`src/common/mm_ram_config.svh`:
```
/*
 * mm_ram configuration
 * address map of the RAM wrapper, SRAM size, boot ROM instruction
 * and the interrupt line used by the countdown timer
 */

`ifndef MM_RAM_CONFIG_SVH
`define MM_RAM_CONFIG_SVH

// boot ROM, every word reads as the same instruction
`define MM_ROM_BASE        32'h0000_0000
`define MM_ROM_LEN         32'h0000_0100
`define MM_ROM_INSTR       32'h0000_006F

// dual-port SRAM
`define MM_SRAM_BASE       32'h0010_0000
`define MM_SRAM_LEN        32'h0001_0000
`define MM_RAM_ADDR_WIDTH  16

// countdown timer, offset 0 is the mask and offset 4 the count
`define MM_TIMER_BASE      32'h1500_0000
`define MM_TIMER_LEN       32'h0000_0008
`define MM_TIMER_IRQ_ID    3

// stdout character sink
`define MM_STDOUT_BASE     32'h1A10_F000
`define MM_STDOUT_LEN      32'h0000_1000

`endif

```
`src/common/mm_ram_pkg.sv`:
```
/*
 * mm_ram package
 * bus word types shared by the RAM wrapper blocks and the testbench,
 * plus the region encoding that selects the read data of a response
 */

package mm_ram_pkg;

    // byte address as seen by the core
    typedef logic [31:0] addr_t;

    // one bus word
    typedef logic [31:0] data_t;

    // one enable per byte lane
    typedef logic [3:0] be_t;

    // source of a port's read data in the response cycle
    typedef enum logic [2:0] {
        RGN_IDLE       = 3'd0,
        RGN_RAM        = 3'd1,
        RGN_ROM        = 3'd2,
        RGN_TIMER_MASK = 3'd3,
        RGN_TIMER_CNT  = 3'd4,
        RGN_UNMAP      = 3'd5
    } region_e;

    // true when addr falls in [base, base + len)
    function automatic logic in_region(addr_t addr, addr_t base, addr_t len);
        return (addr >= base) && ((addr - base) < len);
    endfunction

endpackage

```
`src/hdl/mm_rsp_mux.sv`:
```
/*
 * mm_rsp_mux
 * picks each port's read data from the select registered by the decoder
 */

`timescale 1ns/100ps

`include "mm_ram_config.svh"

module mm_rsp_mux
    import mm_ram_pkg::*;
(
    input  region_e instr_sel_i,
    input  region_e data_sel_i,

    input  data_t   ram_a_rdata_i,
    input  data_t   ram_b_rdata_i,
    input  data_t   timer_mask_i,
    input  data_t   timer_cnt_i,

    output data_t   instr_rdata_o,
    output data_t   data_rdata_o
);

    // same selection for both ports, only the RAM word differs
    function automatic data_t pick(region_e sel, data_t ram_rdata,
                                   data_t mask, data_t cnt);
        data_t rdata;
        case (sel)
            RGN_RAM:        rdata = ram_rdata;
            RGN_ROM:        rdata = `MM_ROM_INSTR;
            RGN_TIMER_MASK: rdata = mask;
            RGN_TIMER_CNT:  rdata = cnt;
            // idle, unmapped and writes read as zero
            default:        rdata = '0;
        endcase
        return rdata;
    endfunction

    assign instr_rdata_o = pick(instr_sel_i, ram_a_rdata_i, timer_mask_i, timer_cnt_i);
    assign data_rdata_o  = pick(data_sel_i, ram_b_rdata_i, timer_mask_i, timer_cnt_i);

endmodule

```
`config.mk`:
```
export PLATFORM = sky130hd
export DESIGN_NAME = mm_rsp_mux
export DESIGN_NICKNAME = d
export VERILOG_FILES = /design/src/common/mm_ram_pkg.sv /design/src/hdl/mm_rsp_mux.sv
export VERILOG_INCLUDE_DIRS = /design/src /design/src/common
export SDC_FILE = /design/constraint.sdc
export NUM_CORES = 1
export LEC_CHECK = 0
export BUFFER_PORTS_ARGS = -buffer_cell sky130_fd_sc_hd__clkbuf_2
export CAP_MARGIN = 10
export CORE_AREA = 4 4 75 77
export DETAILED_ROUTE_END_ITERATION = 12
export DIE_AREA = 0 0 79 81
export GPL_ROUTABILITY_DRIVEN = 0
export PLACE_DENSITY = 0.92
export SLEW_MARGIN = 30
export SYNTH_ARGS = -nofsm -noshare
export SYNTH_HDL_FRONTEND = slang
export SYNTH_SLANG_ARGS = --single-unit
```
`constraint.sdc`:
```
create_clock -name vclk -period 1.7
set_clock_uncertainty 0.2 [all_clocks]
set_input_delay 0.17 -clock vclk [all_inputs]
set_output_delay 0.17 -clock vclk [all_outputs]
set_load 0.03 [all_outputs]
```
# After elaboration in Yosys (flattened, before gate mapping)
# Index checks and enable logic that the tools add are counted.
dict set report totals {
  register_bits 0
  in_bits 134
  output_inout_bits 64
  word_cells 10
}
dict set report op_classes {
  n_eq_ne 8
  muxes 2
}
# cell n
set ops {}
lappend ops {{$pmux 32 s4} 2}
lappend ops {{$eq 3x2->1 const B} 4}
lappend ops {{$eq 3x1->1 const B} 2}
lappend ops {{$eq 3x3->1 const B} 2}

# Longest topological paths before layout
dict set report logic_depth {
  depth_word 2
  mapped_depth 5
  ltp_nobuf 2
}

# Worst setup path after synthesis
# OpenSTA, ideal clock, no wires.
dict set report synth_timing {
  path_type {input port to output port}
  from {in data_sel_i[1]}
  to {out data_rdata_o[27]}
  arrival_ns 1.235
  required_ns 1.330
  setup_slack_ns 0.095
  cell_stages 5
  path_buffers 3
  path_cell_list {buf_4 buf_6 buf_2 mux2i_1 o2bb2ai_1}
}
dict set report synth_between {
  elab_chain_len 2
  word_cells_on_any_way 5
  cone_classes {eq/ne: 4; mux: 1}
}
# item line_no
set synth_rtl {}
lappend synth_rtl {{from (decl)} mm_rsp_mux.sv:14} ;# input region_e data_sel_i,
lappend synth_rtl {{$eq 3x3->1 (tied with other cells)} mm_rsp_mux.sv:29} ;# case (sel)
lappend synth_rtl {{$pmux 32 s4 *} mm_rsp_mux.sv:29}
lappend synth_rtl {{to (decl)} mm_rsp_mux.sv:22} ;# output data_t data_rdata_o
# Every way passes the cells marked *; elsewhere a longest branch is shown, timed or not.

# Worst setup path in the final report
dict set report layout_timing {
  from {in instr_sel_i[1]}
  to {out instr_rdata_o[24]}
}
dict set report layout_between {
  elab_chain_len 2
  word_cells_on_any_way 5
  cone_classes {eq/ne: 4; mux: 1}
}
# item line_no
set layout_rtl {}
lappend layout_rtl {{from (decl)} mm_rsp_mux.sv:13} ;# input region_e instr_sel_i,
lappend layout_rtl {{$eq 3x3->1 (tied with other cells)} mm_rsp_mux.sv:29}
lappend layout_rtl {{$pmux 32 s4 *} mm_rsp_mux.sv:29}
lappend layout_rtl {{to (decl)} mm_rsp_mux.sv:21} ;# output data_t instr_rdata_o,
# Marked as above.

==> impl_metrics.ini <==
[critical_path]
critical_path_class = primary input to output port
crit_path_top_delay_cell = nor3b_4
worstPathMaxFanout = 25
crit_path_start_kind = primary input
cpMostUsedCell = clkbuf_2
cp_top_family = buffers and inverters
crit_required_ns = 1.33
path_buf_inv = 3
critPathLaunch = instr_sel_i[1]
endpoint_kind = output port
worstPathCellList = clkbuf_2 -> nor3b_4 -> buf_12 -> o2bb2ai_1 -> clkbuf_2
cpPeakStageDelay_ns = 0.27
cp.arrival_ns = 1.26

[place]
dpl_cell_area_sq_um = 2740
hpwlAfterDp_um = 6340
place.port_buffers = 198

[routing]
viasPerCell = 5.38
wl_per_cell_um = 17.1
drt-met1-wl_um = 2910
drt-total-wl_um = 7520
dr_wl_met3_um = 463
vias = 2368
dr.pass1.iters = 4
wl_met2_um = 4090
top_layer_used = met4
drtAntennaViolNets = 0
drc_errors = 0
drtIter0Drc = 73

[global_route]
grt_max_degree = 30
antenna_found_initial = 0
grt_use_total_pct = 20.9
grt_pass1_wl_um = 11200
overflow = 0
grt_pass1_vias = 2459

[clock_network]
ctsResizeCount = 0
cts_setup_buffers = 0
holdBufCountCts = 0

[hold_path]
min_to = instr_rdata_o[31]
holdCritStartpoint = timer_cnt_i[31]
min_path_type = primary input to output port
hold_path_depth = 3

[die]
die_height_um = 81
core_sq_um = 5010
die_area_sq_um = 6400
start_util_pct = 34.4
die_x_um = 79
fp-row-count = 26
boundaryPins = 198

[sta]
min_period_ns = 1.63
maxSlewViolCount = 0
fin_crit_sh_pct = 96.1
setup_viol = 0
finalSetupTns_ns = 0
final_hold_viol_count = 0
max_freq_mhz = 612
tightest_slew_ns = 0.240
rsz0062_at_grt = false
relSlewSlack_pct = 83.6

[cells_and_area]
fin_area_sq_um = 2740
n_clock_buffer = 0
fin_nets = 506
fin_util_pct = 54.6
final_cell_mix = clkbuf_2 (198), mux2i_1 (52), o2bb2ai_1 (52), nand4bb_1 (21)
drive_gt1_share_pct = 57.8
seq_cell_count = 0
register_area_sq_um = 0
fill_cells = 468
antenna_cells = 0
final_common_cell = clkbuf_2
area.growth.synth_to_final_pct = 58.7

[yosys]
synth_nets = 320
yosysTopAreaCellShare_pct = 30.2
yosysTopAreaCell = mux2i_1
yosys.area_share.adder_pct = 0
synth-warning-count = 0
synth.area.top_cells = mux2i_1 (30%), o2bb2ai_1 (26%), nand4bb_1 (14%)
synthMuxAreaShare_pct = 30.2
synth_cell_types = 17
synth_compound_area_share_pct = 26.4
syn_area_sq_um = 1730
synth_top_family_by_area = multiplexers
ys_seq_area_share_pct = 0
synth.avg_cell_area_sq_um = 9.28
synth-xor-area-share_pct = 0
synth-simple-area-share_pct = 29.2
synthCells = 186

[pwr]
comb_power_share_pct = 100.0
pwr-share-seq_pct = 0
p_int_mw = 0.351
p_leak_nw = 1.47
power_density_nw_per_um2 = 314
p_clk_share_pct = 0
switching_share_pct = 59.3
switchingPower_mw = 0.510
ir_drop_uv = 203
power_mw = 0.861

[run]
cap_violations = 0

[status]
status = complete, no violations
-- routing by layer --
| metal | vias up | track usage, % |
|---|---|---|
| li1 | 1156 | - |
| met1 | 1093 | 25.2 |
| met2 | 115 | 41.2 |
| met3 | 4 | 1.88 |
| met4 | 0 | 2.06 |
| met5 | - | 0 |
-- Yosys cell counts --
cell type      number
clkbuf_2            1
clkbuf_1            4
nand4bb_1          21
nor3b_4             2
or3b_1              2
dlygate4sd1_1       1
buf_6              10
nand3b_1           12
buf_12              2
or4bb_1             3
buf_2               7
o2bb2ai_1          52
buf_4               2
nand2b_1            2
buf_8               1
nand4_1            12
mux2i_1            52
-- tightest hold or removal path: stages --
cell	delay [ns]
clkbuf_2	0.09
o2bb2ai_1	0.11
clkbuf_2	0.18
-- metrics by stage --
stage / std cells / hold WS (ns) / worst slack [ns]
finish: 440 / 0.517 / 0.0661
global route: 440 / 0.530 / 0.0175
CTS: 440 / 0.518 / 0.0895
detailed placement: 440 / 0.517 / 0.0954
global placement: 440 / 0.514 / 0.104
floorplan: 186 / 0.392 / 0.0954
-- how the worst max path moves through the flow --
| stage | cells past startpoint | slack [ns] | end |
|---|---|---|---|
| after CTS | 5 | 0.09 | data_rdata_o[11] |
| final | 5 | 0.07 | instr_rdata_o[24] |
| after floorplan | 5 | 0.1 | data_rdata_o[27] |
| after global routing | 5 | 0.02 | data_rdata_o[11] |
| after detailed placement | 5 | 0.1 | data_rdata_o[11] |
| after global placement | 5 | 0.10 | instr_rdata_o[4] |
-- power by group through the flow --
stage | registers [mW] | clock network (mW) | logic [mW]
final | 0 | 0 | 0.861
after global routing | 0 | 0 | 0.917
after CTS | 0 | 0 | 0.864
after detailed placement | 0 | 0 | 0.861
after global placement | 0 | 0 | 0.846
after floorplan | 0 | 0 | 0.533
-- cell families after synthesis --
family,after synthesis
buffers and inverters,28
AO/OA/AOI/OAI,52
AND/OR/NAND/NOR,54
multiplexers,52
-- layout make-up --
class	count	area, sq um	share of cell area (%)
multi-input cells	158	1480	54.0
well taps	70	87.6	3.20
repair buffers	212	1170	42.8
(Power assumes the default switching activity.)
