--- src/common/mm_ram_config.svh ---
/*
 * mm_ram configuration
 * address map of the RAM wrapper, SRAM size, boot ROM instruction
 * and the interrupt line used by the countdown timer
 */

`ifndef MM_RAM_CONFIG_SVH
`define MM_RAM_CONFIG_SVH

// boot ROM, every word reads as the same instruction
`define MM_ROM_BASE        32'h0000_0000
`define MM_ROM_LEN         32'h0000_0100
`define MM_ROM_INSTR       32'h0000_006F

// dual-port SRAM
`define MM_SRAM_BASE       32'h0010_0000
`define MM_SRAM_LEN        32'h0001_0000
`define MM_RAM_ADDR_WIDTH  16

// countdown timer, offset 0 is the mask and offset 4 the count
`define MM_TIMER_BASE      32'h1500_0000
`define MM_TIMER_LEN       32'h0000_0008
`define MM_TIMER_IRQ_ID    3

// stdout character sink
`define MM_STDOUT_BASE     32'h1A10_F000
`define MM_STDOUT_LEN      32'h0000_1000

`endif

--- src/common/mm_ram_pkg.sv ---
/*
 * mm_ram package
 * bus word types shared by the RAM wrapper blocks and the testbench,
 * plus the region encoding that selects the read data of a response
 */

package mm_ram_pkg;

    // byte address as seen by the core
    typedef logic [31:0] addr_t;

    // one bus word
    typedef logic [31:0] data_t;

    // one enable per byte lane
    typedef logic [3:0] be_t;

    // source of a port's read data in the response cycle
    typedef enum logic [2:0] {
        RGN_IDLE       = 3'd0,
        RGN_RAM        = 3'd1,
        RGN_ROM        = 3'd2,
        RGN_TIMER_MASK = 3'd3,
        RGN_TIMER_CNT  = 3'd4,
        RGN_UNMAP      = 3'd5
    } region_e;

    // true when addr falls in [base, base + len)
    function automatic logic in_region(addr_t addr, addr_t base, addr_t len);
        return (addr >= base) && ((addr - base) < len);
    endfunction

endpackage

--- src/hdl/mm_timer.sv ---
/*
 * mm_timer
 * countdown timer with an interrupt mask, raises its interrupt when
 * the count steps from 1 to 0 and clears it on a matching acknowledge
 */

`timescale 1ns/100ps

`include "mm_ram_config.svh"

module mm_timer
    import mm_ram_pkg::*;
(
    input  logic       clk_i,
    input  logic       rst_ni,

    input  logic       mask_we_i,
    input  logic       cnt_we_i,
    input  data_t      wdata_i,

    input  logic       irq_ack_i,
    input  logic [4:0] irq_id_i,

    output data_t      mask_o,
    output data_t      cnt_o,
    output logic       irq_o
);

    data_t mask_q;
    data_t cnt_q;
    logic  irq_q;
    logic  expire;
    logic  ack;

    // count about to step 1 -> 0, unless software reloads it
    assign expire = !cnt_we_i && (cnt_q == 32'd1) && mask_q[`MM_TIMER_IRQ_ID];
    assign ack    = irq_ack_i && (irq_id_i == 5'(`MM_TIMER_IRQ_ID));

    always_ff @(posedge clk_i or negedge rst_ni) begin
        if (!rst_ni) begin
            mask_q <= '0;
            cnt_q  <= '0;
            irq_q  <= 1'b0;
        end else begin
            if (mask_we_i) begin
                mask_q <= wdata_i;
            end

            // a count write wins over the decrement
            if (cnt_we_i) begin
                cnt_q <= wdata_i;
            end else if (cnt_q != '0) begin
                cnt_q <= cnt_q - 32'd1;
            end

            // a fresh expiry beats an ack of the previous one
            if (expire) begin
                irq_q <= 1'b1;
            end else if (ack) begin
                irq_q <= 1'b0;
            end
        end
    end

    assign mask_o = mask_q;
    assign cnt_o  = cnt_q;
    assign irq_o  = irq_q;

endmodule

--- config.mk ---
export PLATFORM = sky130hd
export DESIGN_NAME = mm_timer
export DESIGN_NICKNAME = d
export VERILOG_FILES = /design/src/common/mm_ram_pkg.sv /design/src/hdl/mm_timer.sv
export VERILOG_INCLUDE_DIRS = /design/src /design/src/common
export SDC_FILE = /design/constraint.sdc
export NUM_CORES = 1
export LEC_CHECK = 0
export BUFFER_PORTS_ARGS = -buffer_cell sky130_fd_sc_hd__buf_2
export CAP_MARGIN = 25
export CORE_MARGIN = 2
export CORE_UTILIZATION = 45
export DETAILED_ROUTE_END_ITERATION = 16
export GPL_TIMING_DRIVEN = 0
export PLACE_DENSITY = 0.7
export REMOVE_ABC_BUFFERS = 1
export SYNTH_ARGS = -nofsm -noshare
export SYNTH_HDL_FRONTEND = slang
export SYNTH_SLANG_ARGS = --single-unit
--- constraint.sdc ---
create_clock -name clk_i -period 3 [get_ports clk_i]
set_clock_uncertainty 0.05 [all_clocks]
set_input_delay 0.6 -clock clk_i [delete_from_list [all_inputs] [get_ports clk_i]]
set_output_delay 0.6 -clock clk_i [all_outputs]
set_load 0.05 [all_outputs]
Word level (Yosys, flattened, before mapping)
Index checks and enable logic that the tools add are counted.

cells by class
  add/subtract/negate cells = 1
  eq/ne operators = 2
  muxes and demuxes = 4
  reduce and logical (&&, ||, !) cells = 7

operators with widths
  operator                                                                 number
  32-bit 2-to-1 mux                                                        2
  32-bit by 1-bit equality test with 1-bit output (second input constant)  1
  32-bit nonzero test                                                      1
  32-bit by 1-bit subtractor with 32-bit output (second input constant)    1
  5-bit by 2-bit equality test with 1-bit output (second input constant)   1
  2-bit nonzero test                                                       2
  1-bit logical AND                                                        3
  1-bit 2-to-1 mux                                                         2
  1-bit logical NOT                                                        1

storage, ports and cells
  flip-flop bits (word level) = 65
  input port bits = 42
  output and inout port bits = 65

Longest topological paths before layout
  word-level depth = 4
  mapped depth = 10
  depth with buffers taken out = 7

Worst setup path before layout
OpenSTA, ideal clock, no wires.

  kind = reg2reg
  from = reg cnt_q[0] (netlist: cnt_o[0])
  to = reg cnt_q[11] (netlist: cnt_o[11])
  arrival = 2.532 ns
  slack = 0.349 ns
  stages on the path, launching flop included = 11
  buffers on the path = 3
  period minus slack after synthesis = 2.651 ns
  cells stage by stage = dfrtp_1 > inv_1 > ha_1 > or3b_1 > clkbuf_1 > nor4_4 > and3_1 > buf_6 > buf_6 > o211ai_1 > nand3_1

between the ends
  cells in the longest elaborated chain, start to end = 3
  elaborated cells on any way between the ends = 5
  classes of those cells = 1 x add/sub; 2 x mux; 2 x reduce/logical

ends and longest elaborated chain
  what                                           RTL line        RTL
  start: declaration                             mm_timer.sv:30  data_t cnt_q;
  start signal: assignment                       mm_timer.sv:51  cnt_q <= wdata_i;
  start signal: assignment                       mm_timer.sv:53  cnt_q <= cnt_q - 32'd1;
  32-bit by 1-bit subtractor with 32-bit output  mm_timer.sv:53
  32-bit 2-to-1 mux                              mm_timer.sv:52  end else if (cnt_q != '0) begin
  32-bit 2-to-1 mux                              mm_timer.sv:50  if (cnt_we_i) begin

Parallel ways exist; a longest one is shown, timed or not. The select of a mux whose other input is x is not followed.
A chain may end at the register's enable or synchronous reset.

Final worst setup path
  from = reg cnt_q[0] (netlist: cnt_o[0])
  to = reg cnt_q[31] (netlist: cnt_o[31])

Same word-level chain as after synthesis.

==> summary.md <==
| Metric | Value |
|---|---|
| Setup violations, final | 0 |
| Seq pwr share | 38.5% |
| Net Switching | 0.912 mW |
| CP Data Arrival Time | 3010 ps |
| Post-synthesis xor/xnor area fraction | 5.18% |
| Internal power | 1.81 mW |
| Core Region | 6870 um^2 |
| Final Instance Area | 4070 um^2 |
| Hold_buf cts | 0 |
| Die H | 88.5 um |
| Layout Cells excl Fill | 491 |
| Routability cong. | 0.821 |
| CTS Sinks | 65 |
| Crit path launch | cnt_o[0] |
| Die ar. | 7830 um^2 |
| HP Class | input port to async pin |
| Crit path kind | register to register |
| Drt wl/cell | 15.5 um |
| Asr flop ratio synth | 100% |
| CP max-delay cell | nor4_4 |
| MaxCap Viol Count | 0 |
| RSZ-0062 raised after global routing | false |
| Starting density of the core | 46.8% |
| Post-Synth Adder-Cell Area | 0.779% |
| Area leader, netlist | dfrtp_1 |
| Largest net degree at the start of global routing | 66 |
| Worst stage delay on the critical path | 580 ps |
| Worst Setup Start Kind | register |
| Layout cells sized above 1 | 42.5% |
| R2r setup slk | 180 ps |
| Synth top area cells | dfrtp_1 (51%), mux2_2 (12%), xnor2_1 (3.3%), nand2_1 (2.8%), o31ai_1 (2.6%) |
| GRT Util Overall | 20.1% |
| Sw Ratio | 33.5% |
| Fin util | 59.3% |
| CTS Buf Count | 9 |
| CTS tree | yes |
| Clock Power Share | 37.3% |
| Crit path cell chain | inv_1, ha_1, or3b_1, nor4_4, and3_4, nor2_2, a31o_1 |
| Yosys reg bits | 65 |
| Cell family with most CP delay | simple AND/OR/NAND/NOR gates |
| CTS clk-pin slew, worst paths | 80 ps |
| Simple-gate share of the synthesized area | 17.4% |
| DP HPWL | 5.34 mm |
| Warnings, synthesis | 0 |
| Syn Area/Cell | 11.2 um^2 |
| Routed Antenna Nets | 0 |
| Final-stage net count | 434 |
| PwrDens | 668 nW/um^2 |
| Slew margin rel. | 42.2% |
| Worst IR drop on VDD | 0.000322 V |
| Yosys top cell area share | 50.6% |
| Main synth FF type | dfrtp_1 |
| Crit end category | register |
| Critical path buffer and inverter count | 1 |
| Combinational Power Share | 24.2% |
| Main combinational cell family by area after synthesis | simple AND/OR/NAND/NOR gates |
| DRC viols | 0 |
| CTS H-tree depth | 3 |
| Pleak | 1.81 nW |
| Sequential-to-total area share from yosys stat | 50.6% |
| Setup TNS | 0 ps |
| Vias | 2651 |
| CP Max Fanout | 20 |
| Fin crit share | 94.0% |
| Post-Syn Area | 3210 um^2 |
| Synth Area in Compound Gates | 10.4% |
| Die X-Extent | 88.5 um |
| DR vias/cell | 5.40 |
| First-pass GRT wire length | 12.1 mm |
| Vias in the first global route | 2545 |
| Skew-Pair Late Insertion Delay | 350 ps |
| I/O Pins | 107 |
| Min Hold Slack | 299 ps |
| Final Hold Fails | 0 |
| Count of cell types in the netlist | 48 |
| Reg-to-Reg Start | cnt_o[0] |
| Cells after Synth | 288 |
| Initial antenna violation count | 0 |
| Port bufs | 106 |
| Detailed Routing Iterations Pass 1 | 4 |
| Final WL | 7.62 mm |
| Multiplexer share of the synthesized area | 12.2% |
| Initial DRC count | 113 |
| Outcome | finished, final reports clean |
| Placed insts | 475 |
| Row count | 30 |
| CP required | 3190 ps |
| Clk Tree Root Cell | clkbuf_8 |
| Layout area overhead | 26.8% |
| Fin crit period | 2820 ps |
| Filler Cells Inserted | 639 |
| Total grt overflow | 0 |
| FMAX | 354 MHz |
| Worst slew pin tran | 867 ps |
| Fin. max-slew vios | 0 |
| Clock Path Buffers | 2 |
| Post-Place Cell Area | 3790 um^2 |
| Diodes inserted | 0 |
| Post-synth EDFFs | 0 |
[power by group through the flow]
stage | logic, mW | clock network (mW) | registers [mW]
global route | 0.703 | 1.07 | 1.06
finish | 0.660 | 1.02 | 1.05
detailed placement | 0.664 | 0 | 1.06
floorplan | 0.158 | 0 | 1.37
CTS | 0.667 | 1.04 | 1.05
global placement | 0.656 | 0 | 1.06
[path summary, 6_finish.rpt]
path / depth (start not counted) / end
max in group asynchronous: 1 / cnt_o[7]
setup reg to reg: 7 / cnt_o[31]
hold reg to reg: 2 / irq_o
hold / removal: 1 / mask_o[30]
setup / recovery: 7 / cnt_o[31]
min in group clk_i: 3 / cnt_o[16]
[synth_stat cells, types with 8 or more instances]
master    n
dfrtp_1  65
mux2_2   33
nand2_1  24
nor2_1   12
xnor2_1  12
nand3_1  11
o31ai_1  11
or4_1    10
nor3_1    9
inv_1     8
[registers in the layout (all words and copies together) (netlist names)]
| register | cells |
|---|---|
| mask_o | 32 |
| cnt_o | 32 |
| irq_o | 1 |
[timing repair]
| item | in CTS | in global routing |
|---|---|---|
| buffers inserted | 0 | 0 |
| pin swaps | 0 | 1 |
| setup endpoints to repair | 20 | 2 |
| resized for setup | 2 | 0 |
| hold endpoints to repair | 0 | 0 |
[final cells by class]
type	instances	area [um^2]	area share [%]
clock buffers	10	138	3.38
repair buffers	107	541	13.3
multi-input cells	199	1480	36.4
flip-flops and latches	65	1630	39.9
inverters	8	30.0	0.737
clock inverters	6	138	3.38
well taps	96	120	2.95
[cells by family (layout without fill, tap and decap cells)]
family,Yosys count,in the layout
flip-flops,65,65
AND/OR/NAND/NOR,96,96
multiplexers,35,35
adder cells (fa/ha/maj),2,2
buffers and inverters,24,131
AO/OA/AOI/OAI,47,47
XOR/XNOR,19,19
[cell usage in the layout, fill, tap and decap left out, types with 2 or more instances in the layout]
cell       instances
buf_2            105
nor2_1            12
buf_4              2
nor4_1             7
or3_1              3
a21oi_1            7
a22o_1             5
bufinv_16          4
nand2_1           24
a31oi_1            4
or4_1             10
dfrtp_1           65
clkbuf_8          10
nand4_1            3
o21ai_1            3
or2_2              2
inv_1              8
o31ai_1           11
nor4_2             3
xor2_1             7
mux2_2            33
mux2i_1            2
a221oi_1           2
ha_1               2
xnor2_1           12
o211ai_1           2
o21ai_0            4
nand3_1           11
nor4b_1            3
nor3_1             9
[stage by stage]
step                      worst slack, ps  power, mW
after floorplan                     -28.5       1.52
after global placement               -549       1.72
after detailed placement             -264       1.73
after CTS                             129       2.75
after global routing                 6.46       2.83
final                                 179       2.72
[worst register-to-register path: stages, from the launching register on]
cell     delay [ps]
dfrtp_1         430
inv_1           120
ha_1            200
or3b_1          490
nor4_4          580
and3_4          460
nor2_2          120
a31o_1          260
[routing by layer]
layer,vias to the layer above,wire (um),track usage (%)
met2,71,3670,31.5
met3,12,390,5.78
met1,1296,3420,26.0
li1,1272,-,-
met4,0,139,8.82
met5,-,0,0
Power figures use the tool's default switching activity.
