==> config.mk <==
export PLATFORM = sky130hd
export DESIGN_NAME = mm_decoder
export DESIGN_NICKNAME = d
export VERILOG_FILES = /design/src/common/mm_ram_pkg.sv /design/src/hdl/mm_decoder.sv
export VERILOG_INCLUDE_DIRS = /design/src /design/src/common
export SDC_FILE = /design/constraint.sdc
export NUM_CORES = 1
export LEC_CHECK = 0
export BUFFER_PORTS_ARGS = -buffer_cell sky130_fd_sc_hd__buf_2
export CAP_MARGIN = 20
export CORE_MARGIN = 10
export CORE_UTILIZATION = 31
export DETAILED_ROUTE_END_ITERATION = 12
export PLACE_DENSITY_LB_ADDON = 0.2
export SLEW_MARGIN = 20
export SYNTH_ARGS = -nofsm -noshare
export SYNTH_HDL_FRONTEND = slang
export SYNTH_SLANG_ARGS = --single-unit
export TNS_END_PERCENT = 50
==> constraint.sdc <==
create_clock -name clk_i -period 2.39 [get_ports clk_i]
set_input_delay 0.5975 -clock clk_i [delete_from_list [all_inputs] [get_ports clk_i]]
set_output_delay 0.5975 -clock clk_i [all_outputs]
set_load 0.02 [all_outputs]
==> src/common/mm_ram_config.svh <==
/*
 * mm_ram configuration
 * address map of the RAM wrapper, SRAM size, boot ROM instruction
 * and the interrupt line used by the countdown timer
 */

`ifndef MM_RAM_CONFIG_SVH
`define MM_RAM_CONFIG_SVH

// boot ROM, every word reads as the same instruction
`define MM_ROM_BASE        32'h0000_0000
`define MM_ROM_LEN         32'h0000_0100
`define MM_ROM_INSTR       32'h0000_006F

// dual-port SRAM
`define MM_SRAM_BASE       32'h0010_0000
`define MM_SRAM_LEN        32'h0001_0000
`define MM_RAM_ADDR_WIDTH  16

// countdown timer, offset 0 is the mask and offset 4 the count
`define MM_TIMER_BASE      32'h1500_0000
`define MM_TIMER_LEN       32'h0000_0008
`define MM_TIMER_IRQ_ID    3

// stdout character sink
`define MM_STDOUT_BASE     32'h1A10_F000
`define MM_STDOUT_LEN      32'h0000_1000

`endif

==> src/common/mm_ram_pkg.sv <==
/*
 * mm_ram package
 * bus word types shared by the RAM wrapper blocks and the testbench,
 * plus the region encoding that selects the read data of a response
 */

package mm_ram_pkg;

    // byte address as seen by the core
    typedef logic [31:0] addr_t;

    // one bus word
    typedef logic [31:0] data_t;

    // one enable per byte lane
    typedef logic [3:0] be_t;

    // source of a port's read data in the response cycle
    typedef enum logic [2:0] {
        RGN_IDLE       = 3'd0,
        RGN_RAM        = 3'd1,
        RGN_ROM        = 3'd2,
        RGN_TIMER_MASK = 3'd3,
        RGN_TIMER_CNT  = 3'd4,
        RGN_UNMAP      = 3'd5
    } region_e;

    // true when addr falls in [base, base + len)
    function automatic logic in_region(addr_t addr, addr_t base, addr_t len);
        return (addr >= base) && ((addr - base) < len);
    endfunction

endpackage

==> src/hdl/mm_decoder.sv <==
/*
 * mm_decoder
 * decodes both core ports against the address map, steers accesses to
 * the SRAM ports and timer, and registers rvalid, read select and stdout
 */

`timescale 1ns/100ps

`include "mm_ram_config.svh"

module mm_decoder
    import mm_ram_pkg::*;
(
    input  logic                          clk_i,
    input  logic                          rst_ni,

    input  logic                          instr_req_i,
    input  addr_t                         instr_addr_i,
    input  logic                          data_req_i,
    input  addr_t                         data_addr_i,
    input  logic                          data_we_i,
    input  be_t                           data_be_i,
    input  data_t                         data_wdata_i,

    output logic                          instr_gnt_o,
    output logic                          data_gnt_o,
    output logic                          instr_rvalid_o,
    output logic                          data_rvalid_o,

    output logic                          ram_a_en_o,
    output logic [`MM_RAM_ADDR_WIDTH-1:0] ram_a_addr_o,
    output logic                          ram_b_en_o,
    output logic [`MM_RAM_ADDR_WIDTH-1:0] ram_b_addr_o,
    output logic                          ram_b_we_o,
    output be_t                           ram_b_be_o,
    output data_t                         ram_b_wdata_o,

    output logic                          timer_mask_we_o,
    output logic                          timer_cnt_we_o,
    output data_t                         timer_wdata_o,

    output region_e                       instr_sel_o,
    output region_e                       data_sel_o,

    output logic                          print_valid_o,
    output logic [7:0]                    print_char_o
);

    logic    instr_ram_hit;
    logic    instr_rom_hit;
    logic    data_ram_hit;
    logic    data_rom_hit;
    logic    data_timer_hit;
    logic    data_stdout_hit;
    logic    data_wr;

    region_e instr_sel_d;
    region_e data_sel_d;
    region_e instr_sel_q;
    region_e data_sel_q;
    logic    instr_rvalid_q;
    logic    data_rvalid_q;
    logic    print_valid_q;
    logic [7:0] print_char_q;

    // address decode, fetches only see SRAM and ROM
    assign instr_ram_hit   = in_region(instr_addr_i, `MM_SRAM_BASE, `MM_SRAM_LEN);
    assign instr_rom_hit   = in_region(instr_addr_i, `MM_ROM_BASE, `MM_ROM_LEN);
    assign data_ram_hit    = in_region(data_addr_i, `MM_SRAM_BASE, `MM_SRAM_LEN);
    assign data_rom_hit    = in_region(data_addr_i, `MM_ROM_BASE, `MM_ROM_LEN);
    assign data_timer_hit  = in_region(data_addr_i, `MM_TIMER_BASE, `MM_TIMER_LEN);
    assign data_stdout_hit = in_region(data_addr_i, `MM_STDOUT_BASE, `MM_STDOUT_LEN);

    assign data_wr = data_req_i & data_we_i;

    // ports never conflict, so every request is granted at once
    assign instr_gnt_o = instr_req_i;
    assign data_gnt_o  = data_req_i;

    // SRAM base is aligned to its size, the low bits are the offset
    assign ram_a_en_o    = instr_req_i & instr_ram_hit;
    assign ram_a_addr_o  = instr_addr_i[`MM_RAM_ADDR_WIDTH-1:0];
    assign ram_b_en_o    = data_req_i & data_ram_hit;
    assign ram_b_addr_o  = data_addr_i[`MM_RAM_ADDR_WIDTH-1:0];
    assign ram_b_we_o    = data_wr & data_ram_hit;
    assign ram_b_be_o    = data_be_i;
    assign ram_b_wdata_o = data_wdata_i;

    // timer register writes, bit 2 picks mask or count
    assign timer_mask_we_o = data_wr & data_timer_hit & ~data_addr_i[2];
    assign timer_cnt_we_o  = data_wr & data_timer_hit & data_addr_i[2];
    assign timer_wdata_o   = data_wdata_i;

    always_comb begin
        if (!instr_req_i) begin
            instr_sel_d = RGN_IDLE;
        end else if (instr_ram_hit) begin
            instr_sel_d = RGN_RAM;
        end else if (instr_rom_hit) begin
            instr_sel_d = RGN_ROM;
        end else begin
            instr_sel_d = RGN_UNMAP;
        end
    end

    // writes answer with zero data, so they select idle
    always_comb begin
        if (!data_req_i || data_we_i) begin
            data_sel_d = RGN_IDLE;
        end else if (data_ram_hit) begin
            data_sel_d = RGN_RAM;
        end else if (data_rom_hit) begin
            data_sel_d = RGN_ROM;
        end else if (data_timer_hit) begin
            data_sel_d = data_addr_i[2] ? RGN_TIMER_CNT : RGN_TIMER_MASK;
        end else begin
            data_sel_d = RGN_UNMAP;
        end
    end

    always_ff @(posedge clk_i or negedge rst_ni) begin
        if (!rst_ni) begin
            instr_sel_q    <= RGN_IDLE;
            data_sel_q     <= RGN_IDLE;
            instr_rvalid_q <= 1'b0;
            data_rvalid_q  <= 1'b0;
            print_valid_q  <= 1'b0;
        end else begin
            instr_sel_q    <= instr_sel_d;
            data_sel_q     <= data_sel_d;
            instr_rvalid_q <= instr_req_i;
            data_rvalid_q  <= data_req_i;
            print_valid_q  <= data_wr & data_stdout_hit;
        end
    end

    // character byte only loads on a stdout write
    always_ff @(posedge clk_i) begin
        if (data_wr && data_stdout_hit) begin
            print_char_q <= data_wdata_i[7:0];
        end
    end

    assign instr_sel_o    = instr_sel_q;
    assign data_sel_o     = data_sel_q;
    assign instr_rvalid_o = instr_rvalid_q;
    assign data_rvalid_o  = data_rvalid_q;
    assign print_valid_o  = print_valid_q;
    assign print_char_o   = print_char_q;

endmodule

# == Word-level counts from Yosys, hierarchy flattened ==
# Index checks and enable logic that the tools add are counted.
# op_classes
bitwise,9
add_sub_neg,4
reduce_logical,9
order_cmp,12
n_mux,8
# op_table
cell,n
$ge A32 B1 Y1 const B,2
$ge A32 B21 Y1 const B,2
$ge A32 B29 Y1 const B,2
$lt A32 B17 Y1 const B,2
$lt A32 B9 Y1 const B,2
$sub A32 B21 Y32 const B,2
$sub A32 B29 Y32 const B,2
$lt A32 B13 Y1 const B,1
$lt A32 B4 Y1 const B,1
$mux W3,8
$and A1 B1 Y1,8
$logic_and A1 B1 Y1,7
$logic_not A1 Y1,1
$logic_or A1 B1 Y1,1
$not A1 Y1,1
# word_totals
input_bits,105
reg_bits,17

# == Depth between registers and ports, before layout ==
# logic_depth
ltp_word,7
depth_mapped,4
depth_no_buf,4

# == Worst setup path before layout ==
# Ideal clock, no wire load.
# synth_timing
path_type,input port to output port
from,input data_addr_i[12]
to,output timer_cnt_we_o
required_ps,1793
arrival_ps,2063
cell_stages,4
slack_ps,-271
path_cell_list,or4_1 -> nor4_1 -> nand4_1 -> nor3_1
# synth_between
elab_chain_cells,5
elab_cells_between_ends,6
# synth_lines
element,line_no,source
"start, declared",mm_decoder.sv:20,"input addr_t data_addr_i,"
$sub A32 B29 Y32,mm_ram_pkg.sv:30,return (addr >= base) && ((addr - base) < len);
$lt A32 B4 Y1,mm_ram_pkg.sv:30,
$logic_and A1 B1 Y1 *,mm_ram_pkg.sv:30,
$and A1 B1 Y1 * (2 in series),mm_decoder.sv:91,assign timer_cnt_we_o = data_wr & data_timer_hit & data_addr_i[2];
"end, declared",mm_decoder.sv:39,"output logic timer_cnt_we_o,"
# Mark *: on every way between the ends. The rest lies on a longest branch, timed or not.

# == Final worst setup path ==
# layout_timing
from,input data_addr_i[14]
to,output timer_cnt_we_o
# Same word-level chain as after synthesis.

==> impl_metrics.csv <==
group,metric,value,unit
worst_hold_path,holdCritPathClass,"in -> async",
drt,first_iter_violations,29,
logic_synthesis,synth_simple_gate_area_share,16.4,%
finish,syn_to_final_growth,9.03,%
sta,fin_crit,2600,ps
finish,drive_above_1_share,68.2,%
logic_synthesis,synth_top_family_by_area,"buffers and inverters",
sta,setup_tns,-415,ps
drt,route.detailed.drc,0,
logic_synthesis,syn_area_per_cell,8.85,µm²
logic_synthesis,netlist-cell-type-count,25,
global_routing,busiest_layer,"met2",
logic_synthesis,ys_warn_count,0,
clock_network,tritoncts,"done",
global_routing,grt_util_met3,9.05,%
clock_network,clock_sinks,17,
sta,drv_slew,0,
sta,setup_viol,2,
logic_synthesis,synth_fp_nets,285,
sta,worst_slew_pin_slew,405,ps
sta,relSlewSlack,72.6,%
drt,via_count,1252,
sta,final_hold_viol_count,0,
sta,clock.fmax,385,MHz
critical_path,cp-start-kind,"primary input",
global_routing,grtUsageMet2,19.5,%
clock_network,cts_buffers,3,
die,chipHeight,91.7,µm
die,core,5040,µm²
die,die_w,91.7,µm
logic_synthesis,synth_area,1590,µm²
logic_synthesis,synth-xor-area-share,0,%
logic_synthesis,yosysSeqAreaShare,29.2,%
drt,drtAntennaViolNets,0,
logic_synthesis,synth.area.mux_share,0,%
placed_design,io_buffers,128,
run_status,status,"finished, violations left",
global_routing,grt_max_degree,11,
global_routing,grt_pass1_wl,7570,µm
sta,rsz0062_at_grt,"yes",
sta,setup_ws,-208,ps
placed_design,place_congestion,0.737,
logic_synthesis,ys_seq_elements,17,
finish,nets,329,
run_status,violations,"setup timing",
drt,wl,5310,µm
critical_path,crit_arrival,2000,ps
finish,fillers,531,
clock_network,clock_path_buffers,2,
global_routing,grt_pass1_vias,1341,
critical_path,end_kind,"primary output",
power_and_ir_drop,finalPower,723,µW
logic_synthesis,synth_area_leaders,"buf_4 48%, edfxtp_1 15%, dfrtp_1 14%",
logic_synthesis,synth_compound_area_share,5.34,%
clock_network,htreeDepth,1,
global_routing,grt_overflow,0,
critical_path,crit_fanout,3,
die,dieArea,8410,µm²
logic_synthesis,synth_top_area_cell,"buf_4",
die,ios,229,
logic_synthesis,synth_cells,180,
drt,wire_per_inst,18.1,µm
global_routing,track_usage,11.2,%
critical_path,required,1790,ps
global_routing,grtUsageMet1,9.12,%
power_and_ir_drop,ir_worst_vdd,0.139,mV
critical_path,path_class,"in -> out",
job,cap_violations,0,
clock_network,clk_pin_slew,60,ps
placed_design,hpwl,4930,µm
power_and_ir_drop,power_density,416,nW/µm²
sta,post-route-period-util,109,%
clock_network,clockRootBuffer,"clkbuf_8",
global_routing,antenna_found_initial,0,
power_and_ir_drop,total_leakage_power,0.889,nW
logic_synthesis,synth_top_area_share,48.1,%
die,start_util,31.6,%
drt,firstDrtPassIters,4,
drt,via_per_inst,4.27,
die,rows,26,
logic_synthesis,synthAdderAreaFrac,0,%
finish,diodes,0,
## cells in the mapped netlist
library cell / count
o41ai_1: 1
or3_1: 1
o21ba_1: 1
a31oi_1: 1
inv_1: 4
nand2b_1: 1
o21a_1: 1
nor4_2: 1
nand4_1: 5
nand4b_1: 1
nor4b_1: 1
dfrtp_1: 9
a21o_1: 2
nand3_1: 2
buf_4: 102
a21oi_1: 5
nor4_1: 9
nor3_1: 8
nand2_1: 4
edfxtp_1: 8
o21ai_0: 1
nor4_4: 1
or4_1: 2
nor2_1: 8
a211oi_1: 1
## routing by layer
metal	routed length, µm	up-vias
li1	-	601
met1	1530	518
met2	2640	119
met3	1040	14
met5	0	-
met4	104	0
## per-stage QoR
step	setup WS [ps]	area (µm²)	hold WS, ps	instances	utilization, %
floorplan	-141	1600	302	180	-
global placement	-354	1660	455	289	33.0
finish	-208	1740	187	293	34.4
CTS	-259	1730	187	293	34.3
global route	-314	1740	200	293	34.4
detailed placement	-371	1660	454	289	33.0
## critical path, stage by stage
cell	delay, ps
buf_6	90
or4_4	530
nor4_2	140
nand4_1	250
nor3_2	220
buf_4	160
## repair_timing
action	4_1_cts	5_1_grt
setup endpoints to repair	2	4
hold buffers	0	0
gates resized for setup	5	1
setup buffers	0	0
endpoints found under the hold margin	0	0
pin swaps	4	2
## power breakdown
part / switching, mW / internal, mW / total (mW)
Combinational: 0.121 / 0.0885 / 0.210
Clock: 0.0853 / 0.115 / 0.200
Sequential: 0.000962 / 0.312 / 0.313
## cells by family (layout without fill, tap and decap cells)
group / after synthesis / count (layout)
flops: 17 / 17
buf+inv: 106 / 149
simple gates: 44 / 44
compound gates: 13 / 13
## worst paths after layout
path                       slack (ps)              to  depth (start not counted)            start
setup / recovery                 -210  timer_cnt_we_o                          6  data_addr_i[14]
max in group asynchronous        2040   data_sel_o[0]                          1           rst_ni
min in group clk_i                490  instr_rvalid_o                          1      instr_req_i
hold / removal                    190  instr_sel_o[0]                          1           rst_ni
## state kept, by name (all words and copies together), names as in the netlist
signal,cells
instr_rvalid_o,1
print_valid_o,1
data_sel_o,3
print_char_o,8
data_rvalid_o,1
instr_sel_o,3
## cell usage in the layout (no fill, tap or decap), drive strengths merged
| cell | instances |
|---|---|
| o21ai | 1 |
| a21o | 2 |
| clkbuf | 3 |
| a31oi | 1 |
| edfxtp | 8 |
| buf | 141 |
| nand2 | 4 |
| or4 | 2 |
| o21ba | 1 |
| nand4 | 5 |
| nand2b | 1 |
| o41ai | 1 |
| nand3 | 2 |
| clkinv | 1 |
| nor3 | 8 |
| nor2 | 8 |
| nor4 | 11 |
| or3 | 1 |
| inv | 4 |
| nand4b | 1 |
| o21a | 1 |
| a211oi | 1 |
| a21oi | 5 |
| dfrtp | 9 |
| nor4b | 1 |
## layout make-up
| type | instances | area (µm²) | share of cell area, % |
|---|---|---|---|
| timing repair buffer | 141 | 749 | 43.2 |
| sequential | 17 | 465 | 26.8 |
| multi-input combinational | 57 | 373 | 21.5 |
| tap | 70 | 87.6 | 5.04 |
| clock buffer | 3 | 41.3 | 2.38 |
| inverter | 4 | 15.0 | 0.865 |
| clock inverter | 1 | 5.00 | 0.288 |
Power figures use the tool's default switching activity.
